$ cat config.mk
export PLATFORM = sky130hd
export DESIGN_NAME = fb_arbiter_flat
export DESIGN_NICKNAME = d
export VERILOG_FILES = /design/src/rtl/fb_bus_pkg.sv /design/src/rtl/fb_bus_if.sv /design/src/rtl/fb_arbiter.sv /design/src/flat_wrapper.sv
export VERILOG_INCLUDE_DIRS = /design/src /design/src/rtl
export SDC_FILE = /design/constraint.sdc
export NUM_CORES = 1
export LEC_CHECK = 0
export ABC_AREA = 0
export BUFFER_PORTS_ARGS = -buffer_cell sky130_fd_sc_hd__buf_2
export CAP_MARGIN = 20
export CELL_PAD_IN_SITES_DETAIL_PLACEMENT = 1
export CELL_PAD_IN_SITES_GLOBAL_PLACEMENT = 2
export CORE_MARGIN = 5
export CORE_UTILIZATION = 10
export CTS_BUF_LIST = sky130_fd_sc_hd__clkbuf_2 sky130_fd_sc_hd__clkbuf_4 sky130_fd_sc_hd__clkbuf_8
export CTS_CLUSTER_SIZE = 40
export DETAILED_ROUTE_END_ITERATION = 16
export PLACE_DENSITY = 0.95
export SYNTH_ARGS = -nofsm -noshare
export SYNTH_HDL_FRONTEND = slang
export SYNTH_SLANG_ARGS = --single-unit
$ cat constraint.sdc
create_clock -name clk -period 1.9 [get_ports clk]
set_input_delay 0.38 -clock clk [delete_from_list [all_inputs] [get_ports clk]]
set_output_delay 0.38 -clock clk [all_outputs]
set_load 0.01 [all_outputs]
$ cat src/rtl/fb_bus_macros.svh
// Front-end bus width macros
`ifndef FB_BUS_MACROS_SVH
`define FB_BUS_MACROS_SVH

// Byte address width
`define FB_AW 32

// Request write data width
`define FB_DW 32

// Response data width, same as FB_DW in this core
`define FB_IW 32

// Memory depth in words
// Word indices at or above this are out of range
`define FB_MEM_WORDS 256

`endif

$ cat src/rtl/fb_bus_pkg.sv
// Front-end bus types
`default_nettype none

`include "fb_bus_macros.svh"

package fb_bus_pkg;

   // Exception code carried with requests and responses
   // Bus error comes only from the memory slave
   typedef enum logic [1:0] {
      EXC_NONE = 2'b00,
      EXC_PAGE = 2'b01,
      EXC_PRIV = 2'b10,
      EXC_BUS  = 2'b11
   } fb_exc_e;

   // A channel payload
   // All-zero mask means read
   typedef struct packed {
      logic [`FB_AW-1:0]   addr;
      logic [`FB_DW-1:0]   data;
      logic [`FB_DW/8-1:0] wmsk;
      fb_exc_e             exc;
   } fb_req_t;

   // B channel payload
   typedef struct packed {
      logic [`FB_IW-1:0] data;
      fb_exc_e           exc;
   } fb_rsp_t;

endpackage

`default_nettype wire

$ cat src/rtl/fb_bus_if.sv
// Front-end bus channel pair
`timescale 1ns/1ps
`default_nettype none

interface fb_bus_if
   import fb_bus_pkg::*;
();

   // A channel, request from master
   logic    a_valid;
   logic    a_ready;
   fb_req_t a_req;

   // B channel, response from slave
   logic    b_valid;
   logic    b_ready;
   fb_rsp_t b_rsp;

   // Transfer on any edge with valid and ready both high
   // Valid and payload held stable until then

   // Requesting side
   modport master (
      output a_valid,
      output a_req,
      input  a_ready,
      input  b_valid,
      input  b_rsp,
      output b_ready
   );

   // Responding side
   modport slave (
      input  a_valid,
      input  a_req,
      output a_ready,
      output b_valid,
      output b_rsp,
      input  b_ready
   );

endinterface

`default_nettype wire

$ cat src/rtl/fb_arbiter.sv
// Front-end bus arbiter
`timescale 1ns/1ps
`default_nettype none

module fb_arbiter
   import fb_bus_pkg::*;
(
   input  logic       clk,
   input  logic       rst_n,
   fb_bus_if.slave    ibus,
   fb_bus_if.slave    dbus,
   fb_bus_if.master   mbus
);

   // Grant state encoding
   typedef enum logic [1:0] {
      GNT_IDLE = 2'b00,
      GNT_IBUS = 2'b01,
      GNT_DBUS = 2'b11
   } gnt_e;

   gnt_e    gnt_q;
   gnt_e    gnt_d;
   logic    sel_ibus;
   logic    sel_dbus;
   logic    ibus_b_hds;
   logic    dbus_b_hds;
   fb_req_t ibus_req;

   // Next owner with dbus first
   function automatic gnt_e pick_grant(input logic d_valid, input logic i_valid);
      gnt_e g;
      if (d_valid)
         g = GNT_DBUS;
      else if (i_valid)
         g = GNT_IBUS;
      else
         g = GNT_IDLE;
      return g;
   endfunction

   // Response taken by owner
   assign ibus_b_hds = ibus.b_valid & ibus.b_ready;
   assign dbus_b_hds = dbus.b_valid & dbus.b_ready;

   always_comb
   begin
      gnt_d = gnt_q;
      case (gnt_q)
         GNT_IDLE:
            gnt_d = pick_grant(dbus.a_valid, ibus.a_valid);
         // Re-arbitrate on the closing handshake without an idle gap
         GNT_IBUS:
            if (ibus_b_hds)
               gnt_d = pick_grant(dbus.a_valid, ibus.a_valid);
         GNT_DBUS:
            if (dbus_b_hds)
               gnt_d = pick_grant(dbus.a_valid, ibus.a_valid);
         default:
            gnt_d = GNT_IDLE;
      endcase
   end

   always_ff @(posedge clk or negedge rst_n)
   begin
      if (!rst_n)
         gnt_q <= GNT_IDLE;
      else
         gnt_q <= gnt_d;
   end

   assign sel_ibus = (gnt_q == GNT_IBUS);
   assign sel_dbus = (gnt_q == GNT_DBUS);

   // Fetch side is read-only so data and mask are stripped
   always_comb
   begin
      ibus_req      = ibus.a_req;
      ibus_req.data = '0;
      ibus_req.wmsk = '0;
   end

   // A channel steering
   assign mbus.a_valid = (sel_dbus & dbus.a_valid) | (sel_ibus & ibus.a_valid);
   assign mbus.a_req   = sel_dbus ? dbus.a_req : ibus_req;
   assign dbus.a_ready = sel_dbus & mbus.a_ready;
   assign ibus.a_ready = sel_ibus & mbus.a_ready;

   // B channel returns to the owner only
   assign mbus.b_ready = (sel_dbus & dbus.b_ready) | (sel_ibus & ibus.b_ready);
   assign dbus.b_valid = sel_dbus & mbus.b_valid;
   assign ibus.b_valid = sel_ibus & mbus.b_valid;
   assign dbus.b_rsp   = sel_dbus ? mbus.b_rsp : '0;
   assign ibus.b_rsp   = sel_ibus ? mbus.b_rsp : '0;

endmodule

`default_nettype wire

$ cat src/flat_wrapper.sv
// flat-port wrapper written by rule: the top's interface ports become plain ports
module fb_arbiter_flat import fb_bus_pkg::*;
  (clk, rst_n, ibus_a_valid, ibus_a_req, ibus_a_ready, ibus_b_valid, ibus_b_rsp, ibus_b_ready, dbus_a_valid, dbus_a_req, dbus_a_ready, dbus_b_valid, dbus_b_rsp, dbus_b_ready, mbus_a_valid, mbus_a_req, mbus_a_ready, mbus_b_valid, mbus_b_rsp, mbus_b_ready);
  fb_bus_if ibus_i ();
  fb_bus_if dbus_i ();
  fb_bus_if mbus_i ();
  input  logic clk;
  input  logic rst_n;
  input wire logic [$bits(ibus_i.a_valid)-1:0] ibus_a_valid;
  input wire logic [$bits(ibus_i.a_req)-1:0] ibus_a_req;
  output wire logic [$bits(ibus_i.a_ready)-1:0] ibus_a_ready;
  output wire logic [$bits(ibus_i.b_valid)-1:0] ibus_b_valid;
  output wire logic [$bits(ibus_i.b_rsp)-1:0] ibus_b_rsp;
  input wire logic [$bits(ibus_i.b_ready)-1:0] ibus_b_ready;
  input wire logic [$bits(dbus_i.a_valid)-1:0] dbus_a_valid;
  input wire logic [$bits(dbus_i.a_req)-1:0] dbus_a_req;
  output wire logic [$bits(dbus_i.a_ready)-1:0] dbus_a_ready;
  output wire logic [$bits(dbus_i.b_valid)-1:0] dbus_b_valid;
  output wire logic [$bits(dbus_i.b_rsp)-1:0] dbus_b_rsp;
  input wire logic [$bits(dbus_i.b_ready)-1:0] dbus_b_ready;
  output wire logic [$bits(mbus_i.a_valid)-1:0] mbus_a_valid;
  output wire logic [$bits(mbus_i.a_req)-1:0] mbus_a_req;
  input wire logic [$bits(mbus_i.a_ready)-1:0] mbus_a_ready;
  input wire logic [$bits(mbus_i.b_valid)-1:0] mbus_b_valid;
  input wire logic [$bits(mbus_i.b_rsp)-1:0] mbus_b_rsp;
  output wire logic [$bits(mbus_i.b_ready)-1:0] mbus_b_ready;
  assign ibus_i.a_valid = ibus_a_valid;
  assign ibus_i.a_req = ibus_a_req;
  assign ibus_a_ready = ibus_i.a_ready;
  assign ibus_b_valid = ibus_i.b_valid;
  assign ibus_b_rsp = ibus_i.b_rsp;
  assign ibus_i.b_ready = ibus_b_ready;
  assign dbus_i.a_valid = dbus_a_valid;
  assign dbus_i.a_req = dbus_a_req;
  assign dbus_a_ready = dbus_i.a_ready;
  assign dbus_b_valid = dbus_i.b_valid;
  assign dbus_b_rsp = dbus_i.b_rsp;
  assign dbus_i.b_ready = dbus_b_ready;
  assign mbus_a_valid = mbus_i.a_valid;
  assign mbus_a_req = mbus_i.a_req;
  assign mbus_i.a_ready = mbus_a_ready;
  assign mbus_i.b_valid = mbus_b_valid;
  assign mbus_i.b_rsp = mbus_b_rsp;
  assign mbus_b_ready = mbus_i.b_ready;
  fb_arbiter u_core (.clk(clk), .rst_n(rst_n), .ibus(ibus_i), .dbus(dbus_i), .mbus(mbus_i));
endmodule
; ---- Word level (Yosys, flattened, before mapping)
; Cells that the tools add are included.
[totals]
ff_bits = 2
inputBits = 182
output_inout_bits = 144
word_cells = 27
[op_classes]
eq_ne = 4
mux = 8
bitwise = 12
reduce_logical = 2
[op_table]
columns = cell, count
row1 = $mux W70, 1
row2 = $mux W34, 2
row3 = $and A1 B1 Y1, 10
row4 = $mux W2, 3
row5 = $pmux W2 S3, 1
row6 = $ne A2 B2 Y1 const B, 2
row7 = $eq A2 B1 Y1 const B, 1
row8 = $eq A2 B2 Y1 const B, 1
row9 = $logic_not A2 Y1, 1
row10 = $or A1 B1 Y1, 2
row11 = $reduce_and A2 Y1, 1
row12 = $mux W1, 1

; ---- Logic depth before layout (Yosys ltp)
; Gate-level depths: netlist (run 1).
[logic_depth]
word_depth = 5
ltp_mapped = 4
ltp_nobuf = 2

; ---- Worst setup path after synthesis (run 1)
; OpenSTA, ideal clock, no wires.
[synth_timing]
path_type = register to output
start = register u_core.gnt_q[1]
end = output mbus_a_req[39]
t_arrival_ps = 1135
required_ps = 1520
setup_slack_ps = 385
stages_incl_launch_ff = 5
n_path_buf = 2
cell_sequence = dfrtp_1 > buf_2 > nand2_2 > buf_6 > mux2_4
[synth_via]
elab_chain_len = 2
[synth_rtl]
columns = element, line_no
row1 = "start, declared", fb_arbiter.sv:22  ; gnt_e gnt_q;
row2 = "start signal, assigned", fb_arbiter.sv:69  ; gnt_q <= gnt_d;
row3 = $eq A2 B2 Y1, fb_arbiter.sv:73  ; assign sel_dbus = (gnt_q == GNT_DBUS);
row4 = $mux W70, fb_arbiter.sv:85  ; assign mbus.a_req = sel_dbus ? dbus.a_req : ibus_req;
row5 = "end, declared", flat_wrapper.sv:22  ; output wire logic [$bits(mbus_i.a_req)-1:0] mbus_a_req;
; Every way passes these cells.

; ---- Worst setup path after layout (run 1)
[layout_timing]
start = register u_core.gnt_q[1]
end = output mbus_a_req[67]
; Same word-level chain as after synthesis.

==> flow_summary.json, run 1 <==
{
  "critical_path_class": "flip-flop to output pin",
  "num-nets-final": 643,
  "drt-pass1-iter-count": 4,
  "clock_latency_ps": 210,
  "grt_max_degree": 45,
  "route.detailed.drc": 0,
  "min_period_ps": 1830,
  "diodes": 0,
  "hold_viol": 0,
  "required_ps": 1520,
  "rows": 44,
  "ff_latch_area_um2": 52.6,
  "die_area_um2": 17000,
  "avgSynthCellArea_um2": 8.00,
  "syn_area_um2": 1450,
  "vias": 2460,
  "netlist_instances": 181,
  "die_w_um": 130,
  "grt_pass1_vias": 2544,
  "clk_pin_slew_ps": 30,
  "fin_util": 0.220,
  "layout_common_cells": "buf_2, and3_1, and2_1, mux2_4, mux2_2",
  "worst_setup_path_start_kind": "flip-flop",
  "reg.largest.list": "u_core.gnt_q x2",
  "largest-register": "u_core.gnt_q",
  "cp_max_fo": 20,
  "rr_worst_depth": 3,
  "postRouteAntennaNets": 0,
  "grt_pass1_wl_mm": 12.4,
  "ys_warn_count": 0,
  "ios": 326,
  "drv_cap": 0,
  "setup_viol_count_final": 0,
  "routedWlPerCell_um": 14.3,
  "slew_viol_final": 0,
  "drive_gt1_frac": 0.739,
  "fmax_ghz": 0.547,
  "largest_reg_flops": 2,
  "cts.htree.levels": 1,
  "reg2reg_slack_ps": 660,
  "setup-tns-final_ps": 0,
  "hold_path_class": "input pin to flip-flop",
  "synth_cell_types": 19,
  "crit_path_end_kind": "output pin",
  "power.density_nw_per_um2": 1080,
  "worstPathArrival_ps": 1450,
  "leakage_nw": 2.19,
  "syn_nets": 363,
  "via_per_inst": 3.83,
  "layout_commonest_cell": "buf_2",
  "cts_tree": "built",
  "finalWeightedCongestion": 0.709,
  "fill_cells": 1834,
  "initial_core_util": 0.101,
  "drt_iter0_markers": 77,
  "numCtsBuffers": 3,
  "core_um2": 14400,
  "hold_depth": 3,
  "max_slew_margin": 0.772,
  "min_to": "u_core.gnt_q[0]",
  "rsz0062_at_grt": "true",
  "r2r-end": "u_core.gnt_q[1]",
  "clockBufferDepth": 2,
  "multi_input_area_um2": 1280,
  "detailed_place_hpwl_mm": 7.98,
  "cts_num_sinks": 2,
  "worst_slew_pin_slew_ps": 342,
  "io_buffers": 289,
  "synth-seq-cells": 2,
  "gr-total-overflow": 0,
  "post-route-period-util": 0.962,
  "outcome": "completed",
  "ys_seq_area_frac": 0.0346,
  "worst_ir_drop_vdd_mv": 0.235,
  "hold_start": "ibus_a_valid",
  "drt_wl_total_mm": 9.17,
  "grt_usage": 0.0908,
  "reg2reg_from": "u_core.gnt_q[1]",
  "antenna_found_initial": 0,
  "die_h_um": 130,
  "skew_ps": 0.785,
  "cts-root-buf": "clkbuf_8",
  "critPathLaunch": "u_core.gnt_q[1]",
  "area_growth_pct": 119
}
==> timing repair <==
action	CTS	global route
hold buffers	1	0
gates resized for setup	0	2
endpoints found under the setup margin	0	3
buffers inserted	0	0
endpoints found under the hold margin	2	0
==> per-stage QoR <==
stage                     cell area [um2]  hold WS (ps)  cells  worst slack, ps  total power, mW
after global placement               3110           168    639              278             3.27
after detailed placement             3110           171    639              265             3.30
final                                3160           429    643             71.9             3.41
after floorplan                      1450          84.4    181              385             1.97
after CTS                            3160           424    643             35.9             3.49
after global routing                 3160           453    643            -1.20             3.72
==> cell type report <==
cell class | instances | area share
well taps | 184 | 0.0728
clock buffers | 3 | 0.0130
multi-input cells | 156 | 0.405
flip-flops and latches | 2 | 0.0166
repair buffers | 298 | 0.492
==> worst max path at each step <==
| stage | slack [ps] | end |
|---|---|---|
| floorplan | 390 | mbus_a_req[39] |
| global placement | 280 | mbus_a_req[66] |
| detailed placement | 260 | mbus_a_req[67] |
| CTS | 40 | mbus_a_req[67] |
| global route | -1 | mbus_a_req[67] |
| finish | 70 | mbus_a_req[67] |
==> cell usage after synthesis <==
master     n  area (um2)
and3_1    72         450
and2_1    37         231
mux2_4    29         435
clkbuf_1  14        52.6
mux2_2     6        67.6
buf_2      3        15.0
buf_6      3        33.8
clkbuf_2   3        15.0
dfrtp_1    2        50.1
mux2i_1    2        20.0
nor2b_1    2        12.5
and2b_1    1        7.51
nand2_2    1        6.26
nand2b_1   1        6.26
nand3b_1   1        7.51
nor4bb_1   1        10.0
o211a_1    1        10.0
o21bai_1   1        7.51
o221ai_1   1        8.76
==> per-layer routing <==
layer	GRT usage	up-vias	share of wire
li1	-	1195	-
met1	0.0965	1094	0.34
met2	0.181	165	0.52
met3	0.0237	6	0.14
met4	0.0128	0	0.0055
met5	0	-	0
==> worst max-delay path, cell delays in order, from the launching register on <==
cell	delay, ps
dfrtp_2	420
nand2_2	140
buf_12	210
mux2_4	320
buf_2	140
==> logic make-up (layout without fill, tap and decap cells) <==
family | count (synthesis) | after routing | synth area share
and+or+nand+nor | 116 | 116 | 0.506
buffers and inverters | 23 | 301 | 0.0804
DFF | 2 | 2 | 0.0346
muxes | 37 | 37 | 0.361
AOI/OAI and AO/OA | 3 | 3 | 0.0182
==> power by group <==
part | total [mW] | internal [mW] | switching, mW
clock | 0.170 | 0.134 | 0.0358
sequential | 0.0871 | 0.0634 | 0.0237
combinational | 3.15 | 1.54 | 1.62
total | 3.41 | 1.74 | 1.68
Power figures use the tool's default switching activity.
==> run 2: changes to the inputs <==
Settings changed: GPL_TIMING_DRIVEN set to 0.
==> flow_summary.json, run 2 (same netlist as run 1, synthesis figures left out) <==
{
  "worst_ir_drop_vdd_mv": 0.372,
  "die_w_um": 130,
  "cp_max_fo": 7,
  "drt_wl_total_mm": 10.0,
  "clockBufferDepth": 2,
  "max_slew_margin": 0.750,
  "drive_gt1_frac": 0.783,
  "routedWlPerCell_um": 15.1,
  "cts_tree": "built",
  "post-route-period-util": 0.976,
  "min_period_ps": 1850,
  "detailed_place_hpwl_mm": 8.52,
  "largest-register": "u_core.gnt_q",
  "clk_pin_slew_ps": 30,
  "dr_wl_met3_mm": 1.21,
  "wl_met2_mm": 5.55,
  "reg.largest.list": "u_core.gnt_q x2",
  "route.detailed.drc": 0,
  "largest_reg_flops": 2,
  "io_buffers": 289,
  "vias": 2566,
  "layout_common_cells": "buf_2, and3_1, mux2_4, buf_6, and2_4",
  "hold_path_class": "input pin to flip-flop",
  "outcome": "completed",
  "diodes": 0,
  "cts_num_sinks": 2,
  "postRouteAntennaNets": 0,
  "worst_setup_path_start_kind": "flip-flop",
  "hold_viol": 0,
  "worstPathArrival_ps": 1470,
  "die_h_um": 130,
  "fmax_ghz": 0.539,
  "grt_usage": 0.102,
  "drt-met1-wl_mm": 3.20,
  "layout_commonest_cell": "buf_2",
  "antenna_found_initial": 0,
  "power.density_nw_per_um2": 1180,
  "required_ps": 1520,
  "finalWeightedCongestion": 0.723,
  "grt_pass1_vias": 2676,
  "instances_no_fill": 667,
  "drt_iter0_markers": 75,
  "num-nets-final": 667,
  "cts-root-buf": "clkbuf_8",
  "top_layer": "met4",
  "leakage_nw": 2.37,
  "grt_max_degree": 11,
  "via_per_inst": 3.85,
  "numCtsBuffers": 3,
  "critical_path_class": "flip-flop to output pin",
  "slew_viol_final": 0,
  "gr-total-overflow": 0,
  "dpl.cell_count": 654,
  "worst_slew_pin_slew_ps": 375,
  "drv_cap": 0,
  "ios": 326,
  "grt_pass1_wl_mm": 13.7,
  "crit_path_end_kind": "output pin",
  "total_power_mw": 4.17,
  "placed_cell_area_um2": 3120,
  "setup_slack_ps": 46.0,
  "area_growth_pct": 144,
  "die_area_um2": 17000,
  "skew_ps": 0.129,
  "core_um2": 14400,
  "initial_core_util": 0.101,
  "setup_viol_count_final": 0,
  "cts.htree.levels": 1,
  "fin_area_um2": 3530,
  "place_ws_ps": -177,
  "rows": 44,
  "clock_latency_ps": 210,
  "drt-pass1-iter-count": 4
}
-- run 2: worst paths after layout --
check | start | endpoint | cells past startpoint | slack (ps)
max | u_core.gnt_q[1] | ibus_b_rsp[19] | 6 | 50
min | ibus_a_valid | u_core.gnt_q[0] | 3 | 430
max reg2reg | u_core.gnt_q[0] | u_core.gnt_q[1] | 3 | 770
min reg2reg | u_core.gnt_q[0] | u_core.gnt_q[0] | 2 | 740
max in group asynchronous | rst_n | u_core.gnt_q[0] | 2 | 1310
min in group asynchronous | rst_n | u_core.gnt_q[0] | 2 | 480
-- run 2: layout make-up --
cell class / instances / area [um2]
multi-input combinational: 156 / 1340
clock buffer: 3 / 41.3
timing repair buffer: 299 / 1690
tap: 184 / 230
buffer: 23 / 178
sequential: 2 / 51.3
fill: 1796 / 10800
-- run 2: metrics by stage --
step	hold slack (ps)	setup TNS [ps]	utilization
6_report	425	0	0.245
3_5_place_dp	166	-4750	0.217
3_3_place_gp	165	-5110	0.217
4_1_cts	421	-322	0.236
2_1_floorplan	84.4	0	-
5_1_grt	459	-2.36	0.245
-- run 2: routing by layer --
metal / GRT usage / up-vias
li1: - / 1249
met1: 0.101 / 1145
met2: 0.211 / 166
met3: 0.0258 / 6
met4: 0.0165 / 0
met5: 0 / -
-- run 2: worst max-delay path: stages (launching register included) --
cell and delay [ps]:
dfrtp_1 360, buf_6 130, and2b_4 270, buf_12 140, buf_8 110, and2_1 110
buf_2 130
-- run 2: report_power, final --
part	switching, mW	internal (mW)
clock network	0.0367	0.134
registers	0.0248	0.0614
logic	1.81	2.10
-- run 2: timing repair --
action / 4_1_cts / 5_1_grt
pin swaps: 18 / 6
hold buffers: 1 / 0
resized for setup: 47 / 29
cloned: 3 / 0
buffers inserted: 3 / 3
endpoints found under the setup margin: 123 / 40
endpoints found under the hold margin: 2 / 0
